`src/common/cache_pkg.sv`:
```
package cache_pkg;

	// ------------------------------------------------------------------
	// widths
	// ------------------------------------------------------------------
	localparam int WORD_W      = 32;                 // core data word
	localparam int ADDR_W      = 16;                 // word address
	localparam int BLOCK_W     = 2;                  // word within block
	localparam int BLOCK_WORDS = 1 << BLOCK_W;       // 4 words per block
	localparam int TAG_W       = ADDR_W - BLOCK_W;   // block address, no set field
	localparam int STAT_W      = 16;                 // event counter width

	// ------------------------------------------------------------------
	// shared types
	// ------------------------------------------------------------------
	typedef logic [WORD_W-1:0] word_t;
	typedef logic [ADDR_W-1:0] addr_t;
	typedef logic [TAG_W-1:0]  tag_t;

	// controller states
	typedef enum logic [2:0] {
		ST_NORMAL       = 3'd0,   // hit/miss check
		ST_WAIT_READY   = 3'd1,   // wait for memory to take the block read
		ST_WAIT_VICTIM  = 3'd2,   // victim pointer settled, check dirty bit
		ST_WRITE_BUFFER = 3'd3,   // victim words into write buffer
		ST_READ_BUFFER  = 3'd4    // read buffer into victim line
	} ctrl_state_t;

	// statistics counter select
	typedef enum logic [1:0] {
		STAT_HIT       = 2'd0,
		STAT_MISS      = 2'd1,
		STAT_WRITEBACK = 2'd2
	} stat_sel_t;

endpackage

```
`src/cache_ctrl/cache_ctrl_fsm.sv`:
```
module cache_ctrl_fsm
	import cache_pkg::*;
#(
	parameter int LINES = 4,
	localparam int LINE_W = $clog2(LINES)
) (
	input  logic                      clock_i,
	input  logic                      resetn_i,

	// core side
	input  logic                      core_req_i,
	input  addr_t                     core_addr_i,
	input  logic                      core_rw_i,       // 1 = store
	input  word_t                     core_data_i,
	output logic                      core_done_o,
	output word_t                     core_data_o,

	// tag store
	input  logic                      tag_hit_i,
	input  logic [LINE_W-1:0]         hit_line_i,
	input  tag_t                      victim_tag_i,
	output logic                      tag_wren_o,
	output logic [LINE_W-1:0]         tag_wr_line_o,
	output logic [LINE_W-1:0]         victim_line_o,

	// line ram
	input  word_t                     ram_rdata_i,
	output logic [LINE_W+BLOCK_W-1:0] ram_addr_o,
	output logic                      ram_wren_o,
	output word_t                     ram_wdata_o,

	// memory buffers and command port
	input  logic                      mem_ready_i,
	input  logic                      buffer_read_ready_i,
	input  word_t                     buffer_data_i,
	input  logic                      buffer_write_ready_i,
	output logic                      buffer_read_ack_o,
	output logic                      buffer_write_ack_o,
	output word_t                     buffer_data_o,
	output logic                      mem_req_o,
	output logic                      mem_req_block_o,
	output logic                      mem_rw_o,        // 1 = write
	output addr_t                     mem_addr_o,

	// statistics events
	output logic                      ev_hit_o,
	output logic                      ev_miss_o,
	output logic                      ev_writeback_o
);

	ctrl_state_t        state;
	logic               req_flag;     // request parked across a miss
	logic [LINES-1:0]   dirty;
	logic [LINE_W-1:0]  victim_ptr;   // round-robin replacement
	logic [BLOCK_W-1:0] n_xfer;       // word counter for block moves
	logic               wb_pend;      // block write waiting for the command port
	addr_t              wb_addr;

	logic               active;
	logic               last_word;
	logic               rd_req;
	logic               wb_req;
	tag_t               req_tag;
	logic [BLOCK_W-1:0] req_word;

	assign req_tag   = core_addr_i[ADDR_W-1:BLOCK_W];
	assign req_word  = core_addr_i[BLOCK_W-1:0];
	assign active    = (state == ST_NORMAL) & (core_req_i | req_flag);
	assign last_word = (n_xfer == BLOCK_W'(BLOCK_WORDS - 1));

	// ------------------------------------------------------------------
	// command port, read and writeback requests never overlap
	// ------------------------------------------------------------------
	assign rd_req = (state == ST_WAIT_READY) & mem_ready_i & ~wb_pend;
	assign wb_req = wb_pend & mem_ready_i;

	assign mem_req_o       = rd_req | wb_req;
	assign mem_req_block_o = rd_req | wb_req;   // whole blocks only
	assign mem_rw_o        = wb_req;
	assign mem_addr_o      = wb_req ? wb_addr : {req_tag, {BLOCK_W{1'b0}}};

	// buffer strobes follow the ready levels in the same cycle
	assign buffer_read_ack_o  = (state == ST_READ_BUFFER) & buffer_read_ready_i;
	assign buffer_write_ack_o = (state == ST_WRITE_BUFFER) & buffer_write_ready_i;
	assign buffer_data_o      = ram_rdata_i;    // victim word being copied out

	// line ram port
	always_comb begin
		case (state)
			ST_WRITE_BUFFER,
			ST_READ_BUFFER: ram_addr_o = {victim_ptr, n_xfer};
			default:        ram_addr_o = {hit_line_i, req_word};
		endcase
	end
	assign ram_wren_o  = (active & tag_hit_i & core_rw_i) | buffer_read_ack_o;
	assign ram_wdata_o = (state == ST_READ_BUFFER) ? buffer_data_i : core_data_i;

	// tag written with the last fill word
	assign tag_wren_o    = buffer_read_ack_o & last_word;
	assign tag_wr_line_o = victim_ptr;
	assign victim_line_o = victim_ptr;

	// events, retried request after a fill is not a hit
	assign ev_hit_o       = active & ~req_flag & tag_hit_i;
	assign ev_miss_o      = active & ~tag_hit_i;
	assign ev_writeback_o = (state == ST_WAIT_VICTIM) & dirty[victim_ptr];

	// ------------------------------------------------------------------
	// control state
	// ------------------------------------------------------------------
	always_ff @(posedge clock_i) begin
		if (!resetn_i) begin
			state       <= ST_NORMAL;
			req_flag    <= 1'b0;
			dirty       <= '0;
			victim_ptr  <= '1;            // first fill rolls over to line 0
			n_xfer      <= '0;
			wb_pend     <= 1'b0;
			core_done_o <= 1'b1;
		end else begin
			if (wb_req)
				wb_pend <= 1'b0;          // writeback handed to memory

			case (state)
				ST_NORMAL: begin
					if (active) begin
						if (tag_hit_i) begin
							req_flag    <= 1'b0;
							core_done_o <= 1'b1;
							if (core_rw_i)
								dirty[hit_line_i] <= 1'b1;
						end else begin
							req_flag    <= 1'b1;   // retry after fill
							core_done_o <= 1'b0;   // stall core
							state       <= ST_WAIT_READY;
						end
					end
				end

				ST_WAIT_READY: begin
					if (rd_req) begin
						victim_ptr <= victim_ptr + 1'b1;
						state      <= ST_WAIT_VICTIM;
					end
				end

				ST_WAIT_VICTIM: begin
					// victim tag valid here, captured below
					state <= dirty[victim_ptr] ? ST_WRITE_BUFFER : ST_READ_BUFFER;
				end

				ST_WRITE_BUFFER: begin
					if (buffer_write_ack_o) begin
						n_xfer <= n_xfer + 1'b1;       // wraps back to 0
						if (last_word) begin
							dirty[victim_ptr] <= 1'b0;
							wb_pend           <= 1'b1;  // block now in write buffer
							state             <= ST_READ_BUFFER;
						end
					end
				end

				ST_READ_BUFFER: begin
					if (buffer_read_ack_o) begin
						n_xfer <= n_xfer + 1'b1;
						if (last_word)
							state <= ST_NORMAL;       // parked request hits now
					end
				end

				default: state <= ST_NORMAL;
			endcase
		end
	end

	// load data and writeback address
	always_ff @(posedge clock_i) begin
		if (active & tag_hit_i & ~core_rw_i)
			core_data_o <= ram_rdata_i;
		if (state == ST_WAIT_VICTIM)
			wb_addr <= {victim_tag_i, {BLOCK_W{1'b0}}};
	end

	// memory side strobe rules
	a_mem_req_ready: assert property (@(posedge clock_i) disable iff (!resetn_i)
		mem_req_o |-> mem_ready_i);
	a_rd_ack_ready: assert property (@(posedge clock_i) disable iff (!resetn_i)
		buffer_read_ack_o |-> buffer_read_ready_i);

endmodule

```
`src/cache_ctrl/tag_store.sv`:
```
module tag_store
	import cache_pkg::*;
#(
	parameter int LINES = 4,
	localparam int LINE_W = $clog2(LINES)
) (
	input  logic              clock_i,
	input  logic              resetn_i,
	input  tag_t              lookup_tag_i,
	input  logic              wren_i,
	input  logic [LINE_W-1:0] wr_line_i,
	input  tag_t              wr_tag_i,
	input  logic [LINE_W-1:0] victim_line_i,
	output logic              hit_o,
	output logic [LINE_W-1:0] hit_line_o,
	output tag_t              victim_tag_o
);

	tag_t             tags [LINES];
	logic [LINES-1:0] valid;
	logic [LINES-1:0] match;

	// ------------------------------------------------------------------
	// parallel compare and encode
	// ------------------------------------------------------------------
	always_comb begin
		hit_line_o = '0;
		for (int i = 0; i < LINES; i++) begin
			match[i] = valid[i] & (tags[i] == lookup_tag_i);
			if (match[i])
				hit_line_o = hit_line_o | LINE_W'(i);   // one-hot, so or-encode
		end
	end

	assign hit_o        = |match;
	assign victim_tag_o = tags[victim_line_i];   // forms writeback address

	// valid bits
	always_ff @(posedge clock_i) begin
		if (!resetn_i)
			valid <= '0;
		else if (wren_i)
			valid[wr_line_i] <= 1'b1;
	end

	// tag array
	always_ff @(posedge clock_i) begin
		if (wren_i)
			tags[wr_line_i] <= wr_tag_i;
	end

	// a block lives in at most one line
	a_one_match: assert property (@(posedge clock_i) disable iff (!resetn_i)
		$onehot0(match));

endmodule

```
`src/rtl/block_cache_top.sv`:
```
module block_cache_top
	import cache_pkg::*;
#(
	parameter int LINES = 4,
	localparam int LINE_W = $clog2(LINES)
) (
	input  logic              clock_i,
	input  logic              resetn_i,

	// core
	input  logic              core_req_i,
	input  addr_t             core_addr_i,
	input  logic              core_rw_i,
	input  word_t             core_data_i,
	output logic              core_done_o,
	output word_t             core_data_o,

	// memory command port and buffers
	input  logic              mem_ready_i,
	output logic              mem_req_o,
	output logic              mem_req_block_o,
	output logic              mem_rw_o,
	output addr_t             mem_addr_o,
	input  logic              buffer_read_ready_i,
	input  word_t             buffer_data_i,
	output logic              buffer_read_ack_o,
	input  logic              buffer_write_ready_i,
	output word_t             buffer_data_o,
	output logic              buffer_write_ack_o,

	// statistics
	input  stat_sel_t         stat_sel_i,
	input  logic              stat_clear_i,
	output logic [STAT_W-1:0] stat_count_o
);

	// ------------------------------------------------------------------
	// internal links
	// ------------------------------------------------------------------
	logic                      tag_hit;
	logic [LINE_W-1:0]         hit_line;
	tag_t                      victim_tag;
	logic                      tag_wren;
	logic [LINE_W-1:0]         tag_wr_line;
	logic [LINE_W-1:0]         victim_line;
	logic [LINE_W+BLOCK_W-1:0] ram_addr;
	logic                      ram_wren;
	word_t                     ram_wdata;
	word_t                     ram_rdata;
	logic                      ev_hit;
	logic                      ev_miss;
	logic                      ev_writeback;

	cache_ctrl_fsm #(.LINES(LINES)) u_ctrl (
		.clock_i, .resetn_i,
		.core_req_i, .core_addr_i, .core_rw_i, .core_data_i, .core_done_o, .core_data_o,
		.tag_hit_i(tag_hit), .hit_line_i(hit_line), .victim_tag_i(victim_tag),
		.tag_wren_o(tag_wren), .tag_wr_line_o(tag_wr_line), .victim_line_o(victim_line),
		.ram_rdata_i(ram_rdata), .ram_addr_o(ram_addr), .ram_wren_o(ram_wren),
		.ram_wdata_o(ram_wdata),
		.mem_ready_i, .buffer_read_ready_i, .buffer_data_i, .buffer_write_ready_i,
		.buffer_read_ack_o, .buffer_write_ack_o, .buffer_data_o,
		.mem_req_o, .mem_req_block_o, .mem_rw_o, .mem_addr_o,
		.ev_hit_o(ev_hit), .ev_miss_o(ev_miss), .ev_writeback_o(ev_writeback)
	);

	// lookup and fill both use the core's block address
	tag_store #(.LINES(LINES)) u_tags (
		.clock_i, .resetn_i,
		.lookup_tag_i (core_addr_i[ADDR_W-1:BLOCK_W]),
		.wren_i       (tag_wren),
		.wr_line_i    (tag_wr_line),
		.wr_tag_i     (core_addr_i[ADDR_W-1:BLOCK_W]),
		.victim_line_i(victim_line),
		.hit_o        (tag_hit),
		.hit_line_o   (hit_line),
		.victim_tag_o (victim_tag)
	);

	line_ram #(.LINES(LINES)) u_ram (
		.clock_i,
		.addr_i (ram_addr),
		.wren_i (ram_wren),
		.wdata_i(ram_wdata),
		.rdata_o(ram_rdata)
	);

	cache_stats u_stats (
		.clock_i, .resetn_i,
		.ev_hit_i(ev_hit), .ev_miss_i(ev_miss), .ev_writeback_i(ev_writeback),
		.stat_clear_i, .stat_sel_i, .stat_count_o
	);

endmodule

```
`src/rtl/cache_stats.sv`:
```
module cache_stats
	import cache_pkg::*;
(
	input  logic              clock_i,
	input  logic              resetn_i,
	input  logic              ev_hit_i,
	input  logic              ev_miss_i,
	input  logic              ev_writeback_i,
	input  logic              stat_clear_i,
	input  stat_sel_t         stat_sel_i,
	output logic [STAT_W-1:0] stat_count_o
);

	logic [STAT_W-1:0] count [3];   // hit, miss, writeback
	logic [2:0]        ev;

	assign ev = {ev_writeback_i, ev_miss_i, ev_hit_i};

	// ------------------------------------------------------------------
	// saturating counters
	// ------------------------------------------------------------------
	always_ff @(posedge clock_i) begin
		if (!resetn_i || stat_clear_i) begin
			for (int i = 0; i < 3; i++)
				count[i] <= '0;
		end else begin
			for (int i = 0; i < 3; i++)
				if (ev[i] && count[i] != '1)
					count[i] <= count[i] + 1'b1;   // stick at max
		end
	end

	// read-back mux
	always_comb begin
		case (stat_sel_i)
			STAT_HIT:       stat_count_o = count[0];
			STAT_MISS:      stat_count_o = count[1];
			STAT_WRITEBACK: stat_count_o = count[2];
			default:        stat_count_o = '0;   // unused select code
		endcase
	end

endmodule

```
`src/rtl/line_ram.sv`:
```
module line_ram
	import cache_pkg::*;
#(
	parameter int LINES = 4,
	localparam int LINE_W = $clog2(LINES),
	localparam int RAM_AW = LINE_W + BLOCK_W
) (
	input  logic              clock_i,
	input  logic [RAM_AW-1:0] addr_i,    // {line, word in block}
	input  logic              wren_i,
	input  word_t             wdata_i,
	output word_t             rdata_o
);

	// ------------------------------------------------------------------
	// data storage, one word per entry
	// ------------------------------------------------------------------
	word_t mem [LINES*BLOCK_WORDS];

	assign rdata_o = mem[addr_i];    // asynchronous read

	always_ff @(posedge clock_i) begin
		if (wren_i)
			mem[addr_i] <= wdata_i;
	end

endmodule

```
`config.mk`:
```
export PLATFORM = sky130hd
export DESIGN_NAME = block_cache_top
export DESIGN_NICKNAME = d
export VERILOG_FILES = /design/src/common/cache_pkg.sv /design/src/cache_ctrl/cache_ctrl_fsm.sv /design/src/cache_ctrl/tag_store.sv /design/src/rtl/block_cache_top.sv /design/src/rtl/cache_stats.sv /design/src/rtl/line_ram.sv
export SDC_FILE = /design/constraint.sdc
export NUM_CORES = 1
export LEC_CHECK = 0
export ABC_AREA = 1
export BUFFER_PORTS_ARGS = -buffer_cell sky130_fd_sc_hd__buf_2
export CAP_MARGIN = 20
export CORE_MARGIN = 4
export CORE_UTILIZATION = 56
export CTS_CLUSTER_DIAMETER = 200
export DETAILED_ROUTE_END_ITERATION = 8
export PLACE_DENSITY_LB_ADDON = 0.12
export SYNTH_ARGS = -nofsm -noshare
export SYNTH_HDL_FRONTEND = slang
export SYNTH_SLANG_ARGS = --single-unit
```
`constraint.sdc`:
```
create_clock -name clock_i -period 4.3 [get_ports clock_i]
set_input_delay 0.645 -clock clock_i [delete_from_list [all_inputs] [get_ports clock_i]]
set_output_delay 0.645 -clock clock_i [all_outputs]
set_load 0.03 [all_outputs]
```
* Yosys cells after proc, flatten, opt, wreduce, memory -nomap -nowiden
Memory sizes are Yosys's and may differ from the RTL's. A register that Yosys moved wholly into a read port is not among the register bits.
Index checks and enable logic that the tools add are counted.
** Cells by class
- Add/subtract/negate cells :: 5
- Multiply operators :: 0
- Div/mod/pow operators :: 0
- Magnitude comparators :: 4
- Equality and inequality tests :: 23
- Shift-type cells :: 0
- Muxes and demuxes :: 55
- Bitwise gates (word level) :: 32
- Reductions and logical operators :: 18
** Operators with widths (number)
- 16-bit 2-to-1 mux :: 4
- 14-bit equality test :: 4
- 16-bit by 1-bit adder with 16-bit output, second input constant :: 3
- 16-bit inequality test, second input constant :: 3
- 16-bit one-hot mux with 3 select lines :: 1
- 32-bit 2-to-1 mux :: 1
- 1-bit 2-to-1 mux :: 25
- 3-bit 2-to-1 mux :: 8
- 4-bit 2-to-1 mux :: 6
- 1-bit AND :: 18
- 3-bit one-hot mux with 5 select lines :: 1
- 2-bit by 1-bit inequality test with 1-bit output, second input constant :: 6
- 2-bit 2-to-1 mux :: 4
- 4-bit bitwise OR :: 2
- 4-bit one-hot mux with 2 select lines :: 1
- 7-bit AND reduction :: 1
- 3-bit by 2-bit equality test with 1-bit output, second input constant :: 2
- 2-bit by 3-bit < comparator with 1-bit output, second input constant :: 2
- 2-bit inequality test, second input constant :: 3
- 1-bit bitwise OR :: 6
- 6-bit AND reduction :: 1
- 1-bit logical AND :: 5
- 2-bit by 1-bit adder with 2-bit output, second input constant :: 2
- 4-bit AND :: 1
- 19 further kinds :: 27
** Storage, ports and cells
- Bits in registers :: 50
- Bits in latches :: 0
- Memory bits (writable) :: 616
- ROM bits :: 0
- Bits of input ports :: 90
- Output and inout bits :: 102
- Word-level logic and storage cells :: 149
- Memories kept :: 3
** Memory list
- u_ram.mem :: depth 16, width 32, read ports 1, clocked after Yosys merged registers in 0, write ports 1, RTL line line_ram.sv:18 : word_t mem [LINES*BLOCK_WORDS];
- u_tags.tags :: depth 4, width 14, read ports 5, clocked after Yosys merged registers in 1, write ports 1, RTL line tag_store.sv:19 : tag_t tags [LINES];
- u_stats.count :: depth 3, width 16, read ports 3, clocked after Yosys merged registers in 0, write ports 3, RTL line cache_stats.sv:14 : logic [STAT_W-1:0] count [3];

* Logic depth before layout (Yosys ltp)
Gate-level depths: netlist of the first run.
An unclocked memory read counts as a cell.
- Depth after elaboration :: 15
- Gate-level depth with buffers :: 17
- Gate-level depth less buffers :: 15

* Modules after synthesis
Synthesis of the first run repeated with hierarchy kept, for this count alone.
** Second synthesis, totals
- Cell total of the unflattened synthesis :: 3275
- Area total of the unflattened synthesis :: 31114.8 um2
** Modules (own cells, without submodules)
- line_ram :: instances 1, cells an instance 2081, area an instance 21573.2 um2
- tag_store :: instances 1, cells an instance 423, area an instance 3266.9 um2
- cache_ctrl_fsm :: instances 1, cells an instance 404, area an instance 3255.6 um2
- cache_stats :: instances 1, cells an instance 367, area an instance 3019.1 um2

* Worst setup path before layout of the first run
Ideal clock, no wire load.
- Kind :: input to register
- From :: input port core_addr_i[5]
- To :: memory u_ram.mem[10][0] (netlist name) (enable)
- Setup time :: 421 ps
- Arrival time :: 3219 ps
- Slack :: 660 ps
- Stages :: 13
- Path through :: inv_1 nand2_1 nand2_1 nor2_1 nand2_1 nor2_1 nand2_1 nand2_1 o21ai_1 buf_4 buf_2 nand2_1 nor2_1
** Between the ends
- Longest elaborated chain between the ends :: 8
- Elaborated cells on any way between the ends :: 18
- Classes of those cells :: eq/ne: 4; mux: 6; bitwise: 7; reduce/logical: 1
** RTL lines
- start: declaration :: RTL line block_cache_top.sv:12 : input addr_t core_addr_i,
- 14-bit equality test :: RTL line tag_store.sv:29 : match[i] = valid[i] & (tags[i] == lookup_tag_i);
- 1-bit AND :: RTL line tag_store.sv:29
- 4-bit OR reduction :: RTL line tag_store.sv:35 : assign hit_o = |match;
- 1-bit AND (2 in a row) :: RTL line cache_ctrl_fsm.sv:95 : assign ram_wren_o = (active & tag_hit_i & core_rw_i) | buffer_read_ack_o;
- 1-bit bitwise OR :: RTL line cache_ctrl_fsm.sv:95
- 1-bit 2-to-1 mux :: RTL line line_ram.sv:23 : if (wren_i)
- 1-bit 2-to-1 mux (implied by the code) :: RTL line line_ram.sv:24 : mem[addr_i] <= wdata_i;
- end: declaration :: RTL line line_ram.sv:18
Parallel ways exist; a longest one is shown, timed or not.

* Final worst setup path of the first run
- From :: register u_ctrl.state[0]
- To :: output port buffer_data_o[4]
** Between the ends
- Longest elaborated chain between the ends :: 4
- Elaborated cells on any way between the ends :: 5
- Classes of those cells :: eq/ne: 2; mux: 1; reduce/logical: 1; memory: 1
** RTL lines
- start: declaration :: RTL line cache_ctrl_fsm.sv:51 : ctrl_state_t state;
- start signal: assignment :: RTL line cache_ctrl_fsm.sv:149 : state <= dirty[victim_ptr] ? ST_WRITE_BUFFER : ST_READ_BUFFER;
- 3-bit by 2-bit equality test with 1-bit output or 3-bit equality test (tied branches) :: RTL line cache_ctrl_fsm.sv:89 : case (state)
- 2-bit OR reduction * :: RTL line cache_ctrl_fsm.sv:89
- 4-bit 2-to-1 mux * :: RTL line cache_ctrl_fsm.sv:89
- memory read 16 x 32 bit *
- end: declaration :: RTL line block_cache_top.sv:28 : output word_t buffer_data_o,
Every way passes the cells marked *; elsewhere a longest branch is shown, timed or not.

==> out/results.ini, run 1 <==
[global_route]
track_usage_pct=27.67
grt_pass1_wl_mm=123.1
grt_max_degree=162
globalRoute.totalOverflow=0
grt_pass1_vias=21370
antenna_found_initial=2

[worst_setup_path]
worstSetupEndpointType=output port
crit_path_start_kind=register
cpPeakStageDelay_ns=0.47
path_class=reg -> out
cp_cell_sequence=nor2_1, nand2_2, nand2_4, nand2_2, nand2_4, inv_4, clkbuf_16, nand2_1, nand2_1, nand2_1, nand3_1, nand2_1, nand2_1, nand2_1, nand2_1, buf_2
required_ns=3.65
crit_top_cell=nand2_1
worstPathMaxFanout=80
crit_arrival_ns=3.35
critPathSlowestCell=dfxtp_1

[final_layout]
layout-drive-gt1-share_pct=11.44
fillers=4284
area_growth_pct=14.51
fin_cells=4107
final_core_util_pct=64.72
fin_nets=3449

[synthesis]
ys_seq_elements=680
synth_top_family_by_area=simple AND/OR/NAND/NOR gates
syn_area_mm2=0.03042
synthAdderAreaFrac_pct=0.3291
synth-seq-area-share_pct=66.54
synth_edf_count=662
ys_types=38
avgSynthCellArea_um2=9.671
muxShareOfSynthArea_pct=0
synth-main-ff-cell=edfxtp_1
ys_warn_count=0
synth_xor_area_share_pct=1.353
synthArstFlopShare_pct=0
synth_compound_area_share_pct=2.287
synthCells=3145
yosys.area_share.simple_pct=25.01

[pwr]
power.density_cell_area_mw_per_mm2=549.0
ir_drop_uv=500.7
p_leak_nw=14.91

[placement]
dp.cells=3966
portBuffers=189
dp_hpwl_mm=48.40
globalplace.congestion=0.9526
pre_cts_ws_ns=0.5786

[drt]
drt-wirelength-per-cell_um=19.85
drt_pre_antenna_iters=6
num_vias=22260
drt-total-wl_mm=81.52
ant_nets=0
viasPerCell=5.420
drt-initial-drc-count=1964
drcViolationCount=0

[sta]
hold_violations=0
finalCriticalPeriod_ns=3.995
slew_headroom_pct=29.48
holdWs_ns=0.3301
worst_pin_slew_ns=1.054
final-setup-viol-count=0
worst_slack_ns=0.3049
drv_slew=0
fin_skew_ns=0.02253
tns_ns=0
fin_crit_sh_pct=92.91
grt_setup_unrepaired=no
max_freq_mhz=250.3

[clock_tree]
hold_buffers=0
cts-buffers-inserted=72
cts.sinks=680
h-tree-depth=3
clock_path_buffers=3
cts_root_buf=clkbuf_16
clkTransAtPathRegs_ns=0.06
clk_latency_ns=0.62
cts_tree=yes

[floorplanning]
dieArea_mm2=0.05811
num_io_pins=192
core_mm2=0.05381
die_h_um=241.1
die_w_um=241.1
placementRows=85
start_util_pct=56.52

[job]
cap_violations=0

[status]
run_status=complete, no violations

[min_path]
hold_class=in -> reg

layout by cell type, fill, tap and decap left out, drive strengths merged:
master | synthesis | final
o221ai | 11 | 11
nand4 | 4 | 4
o22ai | 2 | 2
dfxtp | 18 | 18
clkinv | 2 | 27
a41oi | 1 | 1
diode | 0 | 1
xor2 | 41 | 41
conb | 1 | 2
a21oi | 46 | 46
nor2 | 146 | 146
edfxtp | 662 | 662
xnor2 | 6 | 6
nor3 | 15 | 15
a31oi | 1 | 1
clkbuf | 45 | 99
o211ai | 7 | 7
o21ai | 54 | 54
nand3 | 135 | 135
or2 | 1 | 1
buf | 79 | 254
o21bai | 1 | 1
clkinvlp | 0 | 3
nand3b | 3 | 3
ha | 8 | 8
and2 | 1 | 1
nand2 | 1653 | 1653
inv | 202 | 205
bufinv | 0 | 4
timing repair:
item / 4_1_cts / 5_1_grt
setup buffers: 0 / 5
pin swaps: 0 / 1
gates cloned: 0 / 1
setup endpoints to repair: 5 / 32
gates resized for setup: 1 / 7
registers in the layout, indices dropped and copies added (netlist names):
signal / flops
u_ctrl.core_data_o: 32
u_ctrl.core_done_o: 1
u_ctrl.dirty: 4
u_ctrl.n_xfer: 2
u_ctrl.req_flag: 1
u_ctrl.state: 3
u_ctrl.tag_wr_line_o: 2
u_ctrl.wb_addr: 14
u_ctrl.wb_pend: 1
u_ram.mem: 512
u_stats.count: 48
u_tags.tags: 56
u_tags.valid: 4
worst paths after layout:
check,from,endpoint,slack (ns),cells past startpoint
worst max-delay path,u_ctrl.state[0],buffer_data_o[4],0.30,16
worst min-delay path,mem_ready_i,u_ctrl.wb_pend,0.33,4
worst max register to register,u_tags.tags[3][8],u_ram.mem[13][30],1.08,13
worst min register to register,u_ctrl.req_flag,u_ctrl.req_flag,0.47,2
cells by family (layout without fill, tap and decap cells):
| logic type | after synthesis | after routing |
|---|---|---|
| simple gates | 1958 | 1958 |
| fa+ha+maj | 8 | 8 |
| compound gates | 123 | 123 |
| buf+inv | 328 | 592 |
| xor+xnor | 47 | 47 |
| flops | 680 | 680 |
| other cells | 1 | 3 |
final cells by class:
| type | instances | area, um2 | share of cell area (%) |
|---|---|---|---|
| antenna | 1 | 2.502 | 0.007184 |
| tap | 696 | 870.8 | 2.500 |
| clock inverter | 35 | 320.3 | 0.9196 |
| clock buffer | 98 | 1942 | 5.575 |
| sequential | 680 | 20240 | 58.11 |
| inverter | 204 | 768.2 | 2.206 |
| multi-input combinational | 2138 | 8972 | 25.76 |
| timing repair buffer | 255 | 1715 | 4.925 |
metal layers:
layer  track usage, %  vias to the layer above  wire length (um)
li1                 -                    10610                 -
met1            37.87                    10630             34050
met2            46.88                      896             39820
met3            4.011                      120              5630
met4            7.894                        0              2014
met5                0                        -                 0
worst max-delay path, delay by kind of cell (launching register included):
family	cells	cell delay, ns
simple gates	13	1.42
buf+inv	3	0.81
flops	1	0.47
synthesized netlist by cell type, drive strengths merged (2+ instances only):
master / number / share of area [%]
nand3: 135 / 2.2
nand4: 4 / 0.082
nor3: 15 / 0.26
a21oi: 46 / 0.76
o21ai: 54 / 0.93
nor2: 146 / 1.9
edfxtp: 662 / 65
buf: 79 / 1.4
nand3b: 3 / 0.074
clkinv: 2 / 0.025
inv: 202 / 2.5
xnor2: 6 / 0.17
o22ai: 2 / 0.041
dfxtp: 18 / 1.2
clkbuf: 45 / 0.56
nand2: 1653 / 20
o221ai: 11 / 0.32
o211ai: 7 / 0.17
ha: 8 / 0.33
xor2: 41 / 1.2
metrics by stage:
| step | power (mW) | instance area [um2] |
|---|---|---|
| 5_1_grt | 20.03 | 34830 |
| 2_1_floorplan | 11.45 | 30420 |
| 3_3_place_gp | 13.05 | 32450 |
| 4_1_cts | 19.12 | 34720 |
| 3_5_place_dp | 13.14 | 32450 |
| 6_report | 19.12 | 34830 |
power breakdown:
group,internal (mW),total [mW],leakage [nW],switching [mW]
logic,1.32,5.22,7.61,3.89
clock network,3.44,5.99,1.09,2.56
registers,7.82,7.91,6.21,0.0903
Power figures use the tool's default switching activity.
==> run 2, diff against run 1 <==
Clock period 4.3 ns to 3.7 ns, I/O delays scaled along.
==> run 2 against run 1 <==
  * Sequential cell count unchanged
  * Highest routed layer unchanged
  * Global-route usage increased by 0.071 points
  * Non-clock buffer count rose by 26
  * Cell area grew 1.4%
  * Via count increased by 0.57%
  * Register-to-register slack got worse by 0.38 ns
  * Final cell count increased by 0.44%
==> out/results.ini, run 2 (synthesized netlist as in run 1, its figures left out) <==
[sta]
final-setup-viol-count=0
holdWs_ns=0.2520
hold_violations=0
worst_slack_ns=0.1260
finalCriticalPeriod_ns=3.574
drv_slew=0
slew_headroom_pct=32.11
tns_ns=0
fin_skew_ns=0.01833
max_freq_mhz=279.8
grt_setup_unrepaired=yes
fin_crit_sh_pct=96.59
worst_pin_slew_ns=1.015

[pwr]
p_leak_nw=15.16
clockPowerShare_pct=30.7
p_switching_mw=7.664
comb_power_share_pct=28.9
ir_drop_uv=534.9
power.density_cell_area_mw_per_mm2=642.7
pwr-share-seq_pct=40.5
power_mw=22.71
p_int_mw=15.05
swShare_pct=33.75

[floorplanning]
core_mm2=0.05381
start_util_pct=56.52
die_h_um=241.1
placementRows=85
dieArea_mm2=0.05811
die_w_um=241.1
num_io_pins=192

[clock_tree]
cts_tree=yes
clock_path_buffers=3
cts-buffers-inserted=72
clkTransAtPathRegs_ns=0.06
cts.sinks=680
hold_buffers=0
clk_latency_ns=0.61
h-tree-depth=3
cts_root_buf=clkbuf_16

[worst_setup_path]
path_class=reg -> out
worstPathMaxFanout=16
crit_path_start_kind=register
required_ns=3.14
crit_arrival_ns=3.02
worstSetupEndpointType=output port
reg2reg_slack_ns=0.70

[drt]
num_vias=22390
drcViolationCount=0
drt-initial-drc-count=1975
drt-total-wl_mm=82.48
viasPerCell=5.427
drt_pre_antenna_iters=5
ant_nets=0
drt-wirelength-per-cell_um=20.00

[placement]
globalplace.congestion=0.9213
place_area_mm2=0.03256
dp_hpwl_mm=50.28
portBuffers=189
pre_cts_ws_ns=0.2049

[final_layout]
largest_reg_flops=512
fillers=4197
mostFrequentLayoutCell=nand2_1
regMostFlops=u_ram.mem
fin_nets=3475
layout-drive-gt1-share_pct=12.39
area_growth_pct=16.17
final_cell_mix=nand2_1 (1647), edfxtp_1 (662), inv_1 (189)
n_antenna_cell=0
top_regs=u_ram.mem x512, u_tags.tags x56, u_stats.count x48
stdcell_area_mm2=0.03533

[global_route]
grt_pass1_vias=21380
antenna_found_initial=0
track_usage_pct=27.74
grt_max_degree=67
grt_pass1_wl_mm=123.3
globalRoute.totalOverflow=0

[job]
cap_violations=0

[min_path]
hold_class=in -> reg

[status]
run_status=complete, no violations

==> run 2: cell type report <==
class	instances	area, um2	area share (%)
flip-flops and latches	680	20240	57.29
multi-input cells	2138	9006	25.49
repair buffers	281	2203	6.236
clock buffers	94	1904	5.390
well taps	696	870.8	2.465
inverters	204	775.7	2.195
clock inverters	32	330.3	0.9348
==> run 2: path summary, 6_finish.rpt <==
path,startpoint,cells after the start,endpoint
max reg2reg,u_tags.tags[1][11],15,u_ram.mem[0][25]
min reg2reg,u_ctrl.req_flag,2,u_ctrl.req_flag
max,u_ctrl.state[0],17,buffer_data_o[23]
min,core_addr_i[12],1,u_tags.tags[1][10]
==> run 2: power by group through the flow <==
stage | clock network, mW | logic [mW] | registers [mW]
global placement | 0 | 5.86 | 9.33
floorplan | 0 | 3.99 | 9.31
global route | 7.40 | 7.18 | 9.20
CTS | 7.07 | 6.26 | 9.18
finish | 6.96 | 6.56 | 9.19
detailed placement | 0 | 5.95 | 9.34
==> run 2: stage by stage <==
stage               std cells  utilization, %
finish                   4125           65.66
global route             4125           65.66
CTS                      4116           65.16
detailed placement       3976           60.51
global placement         3976           60.51
floorplan                3146               -
==> run 2: worst max-delay path, cell delays in order (launching register included) <==
cell and delay, ns:
dfxtp_4 0.40, nor2_2 0.07, nand2_2 0.15, nand2_4 0.10, nand2_1 0.11, o21ai_4 0.07
buf_12 0.14, buf_12 0.13, nor2_4 0.15, buf_6 0.15, bufbuf_16 0.31, nand2_1 0.08
nand3_1 0.09, nand2_1 0.05, nand2_1 0.06, nand2_1 0.04, nand2_1 0.09, buf_2 0.20
==> run 2: routing by layer <==
metal  GRT usage [%]  share of wire, %
met2           46.26                48
met4           7.442               2.4
met3           4.628               8.2
met5               0                 0
met1           38.45                41
==> run 2: timing repair <==
item | in CTS | in global routing
setup buffers | 10 | 4
pin swaps | 5 | 3
cloned | 4 | 4
setup endpoints to repair | 32 | 32
resized for setup | 13 | 51
==> run 3, diff against run 2 <==
Settings changed: SYNTH_HIERARCHICAL set to 1.
==> run 3 against run 2 <==
  * Sequential cell count is the same
  * Synthesized area is 2.3% higher
  * First-iteration DRC count up 6.8%
  * Maximum frequency grew 0.89%
  * Clock skew grew 0.0067 ns
  * Clock-buffer cell count rose by 12
  * Final cell count rose by 4.3%
==> out/results.ini, run 3 <==
[global_route]
globalRoute.totalOverflow=0
grt_pass1_wl_mm=122.3
grt_max_degree=86
track_usage_pct=26.53
antenna_found_initial=0
grt_pass1_vias=21510

[clock_tree]
h-tree-depth=3
cts_tree=yes
hold_buffers=0
cts.sinks=680
cts-buffers-inserted=72
cts_root_buf=clkbuf_16
clkTransAtPathRegs_ns=0.06
clock_path_buffers=3
clk_latency_ns=0.63

[synthesis]
ys_seq_elements=680
synth-seq-area-share_pct=65.05
synth_edf_count=662
synthTopCellsByArea=edfxtp_1 (64%), nand2_1 (22%), inv_1 (2.4%)
synthCells=3275
syn_area_mm2=0.03111
yosys.area_share.simple_pct=25.41
synth.most_common_cell=nand2_1
synth_top_area_share_pct=63.89
muxShareOfSynthArea_pct=0
avgSynthCellArea_um2=9.501
synth_top_family_by_area=simple AND/OR/NAND/NOR gates
ys_types=35
synth_common_cells=nand2_1 (1803), edfxtp_1 (662), inv_1 (195), nor2_1 (177), buf_4 (57)
synthArstFlopShare_pct=0
synthAdderAreaFrac_pct=0.3217
synth-main-ff-cell=edfxtp_1
synth_compound_area_share_pct=1.761
synth_xor_area_share_pct=1.295
ys_warn_count=6
synth_top_cell_by_area=edfxtp_1

[final_layout]
final_core_util_pct=66.25
fin_nets=3592
layout-drive-gt1-share_pct=14.41
register_area_mm2=0.02025
n_antenna_cell=0
multi_input_area_mm2=0.009301
mostFrequentLayoutCell=nand2_1
final_cell_mix=nand2_1 (1769), edfxtp_1 (662), inv_1 (187)
largest_reg_flops=512
fillers=4296
regMostFlops=u_ram/mem
area_growth_pct=17.31
top_regs=u_ram/mem x512, u_tags/tags x56, u_stats/count x48

[worst_setup_path]
crit_arrival_ns=2.99
path_class=reg -> out
crit_top_cell=nand2_1
worstPathMaxFanout=6
path_delay_family=simple AND/OR/NAND/NOR gates
cp_num_buf_inv=6
reg2regPathDepth=19
critPathSlowestCell=edfxtp_1
cpPeakStageDelay_ns=0.40
worstSetupEndpointType=output port
required_ns=3.14
cp_cell_sequence=nand2_1, nand2_1, nor2_1, nand2_1, nor2_1, nand2_1, nand2_4, nor2_2, a21oi_2, buf_4, buf_4, nor2_4, buf_6, clkbuf_16, nand2_1, nand2_1, inv_1, nand2_1, buf_4
rr_startpoint=u_tags/tags[1][1]
r2r-end=u_ram/mem[1][2]
crit_path_start_kind=register
reg2reg_slack_ns=0.32

[floorplanning]
dieArea_mm2=0.05940
die_w_um=243.7
start_util_pct=56.48
placementRows=86
num_io_pins=192
die_h_um=243.7
core_mm2=0.05509

[pwr]
p_leak_nw=15.61
power.density_cell_area_mw_per_mm2=698.3
ir_drop_uv=562.9

[sta]
max_freq_mhz=282.3
grt_setup_unrepaired=yes
slew_headroom_pct=41.23
fin_skew_ns=0.02500
worst_pin_slew_ns=0.8783
hold_violations=0
finalCriticalPeriod_ns=3.542
worst_slack_ns=0.1577
fin_crit_sh_pct=95.74
drv_slew=0
final-setup-viol-count=0

[job]
cap_violations=0

[drt]
drt-wirelength-per-cell_um=18.99
drcViolationCount=0
drt_pre_antenna_iters=7
viasPerCell=5.271
drt-total-wl_mm=81.69
num_vias=22680
drt-initial-drc-count=2109
ant_nets=0

[min_path]
hp-start=core_addr_i[5]
hold_end=u_tags/tags[0][3]
hold_path_depth=1
hold_class=in -> reg

[status]
run_status=complete, no violations

[placement]
pre_cts_ws_ns=0.03737
portBuffers=189
dp_hpwl_mm=45.57
globalplace.congestion=0.8939

run 3: changes by cell type after synthesis, moves of 10 or more:
cell      before   now
buf_4         10    57
buf_6          3    26
clkbuf_1      45    20
nand2_1     1649  1803
nand3_1      135    50
nor2_1       143   177
o21ai_0       52    33
xnor2_1        6    16
xor2_1        41    30
run 3: worst max-delay path by stage:
stage / from / to / slack, ns / depth (start not counted)
3_5_place_dp: core_addr_i[6] / u_ram/mem[13][23] / 0.04 / 20
4_1_cts: u_ctrl/state[0] / buffer_data_o[26] / 0.002 / 17
2_1_floorplan: core_addr_i[5] / u_ram/mem[3][0] / -0.15 / 15
6_report: u_tags/tags[1][1] / buffer_data_o[30] / 0.16 / 19
5_1_grt: u_tags/tags[3][11] / buffer_data_o[2] / -0.03 / 19
3_3_place_gp: core_addr_i[10] / u_ram/mem[1][15] / 0.06 / 17
run 3: timing repair:
item / 4_1_cts / 5_1_grt
cloned: 8 / 10
buffers inserted: 6 / 14
resized for setup: 55 / 108
pin swaps: 1 / 18
setup endpoints to repair: 32 / 32
run 3: metal layers:
metal / up-vias / share of wire (%) / GRT usage (%)
met2: 903 / 48 / 44.86
met4: 0 / 3.0 / 7.544
met3: 146 / 6.8 / 4.028
met5: - / 0 / 0
met1: 10760 / 42 / 36.14
li1: 10870 / - / -
run 3: cell type report:
type,count,area share [%]
inverters,217,2.317
multi-input cells,2217,25.48
repair inverters,1,0.02399
clock buffers,106,5.457
flip-flops and latches,680,55.47
well taps,748,2.564
repair buffers,305,8.055
clock inverters,28,0.6341
run 3: power by group:
group	switching (mW)	internal (mW)	leakage [nW]
clock	2.92	3.90	1.08
sequential	0.117	9.36	6.21
combinational	6.18	3.01	8.32
total	9.22	16.3	15.6
run 3: logic make-up (layout without fill, tap and decap cells):
| family | after synthesis | after routing |
|---|---|---|
| AOI/OAI and AO/OA | 97 | 97 |
| xor gates and xnor gates | 46 | 46 |
| adders and majority gates | 8 | 8 |
| buffers and inverters | 379 | 657 |
| DFF | 680 | 680 |
| other | 1 | 2 |
| and+or+nand+nor | 2064 | 2064 |
run 3: metrics by stage:
stage | std cells | hold WS (ns) | total power [mW] | TNS (ns) | instance area (um2)
final | 4302 | 0.2125 | 25.49 | 0 | 36500
after global routing | 4302 | 0.2058 | 26.73 | -0.1649 | 36500
after CTS | 4278 | 0.1833 | 24.43 | 0 | 35870
after detailed placement | 4130 | 0.4594 | 17.00 | 0 | 33170
after global placement | 4130 | 0.4494 | 16.87 | 0 | 33170
after floorplan | 3276 | 0.4392 | 15.12 | -72.57 | 31120
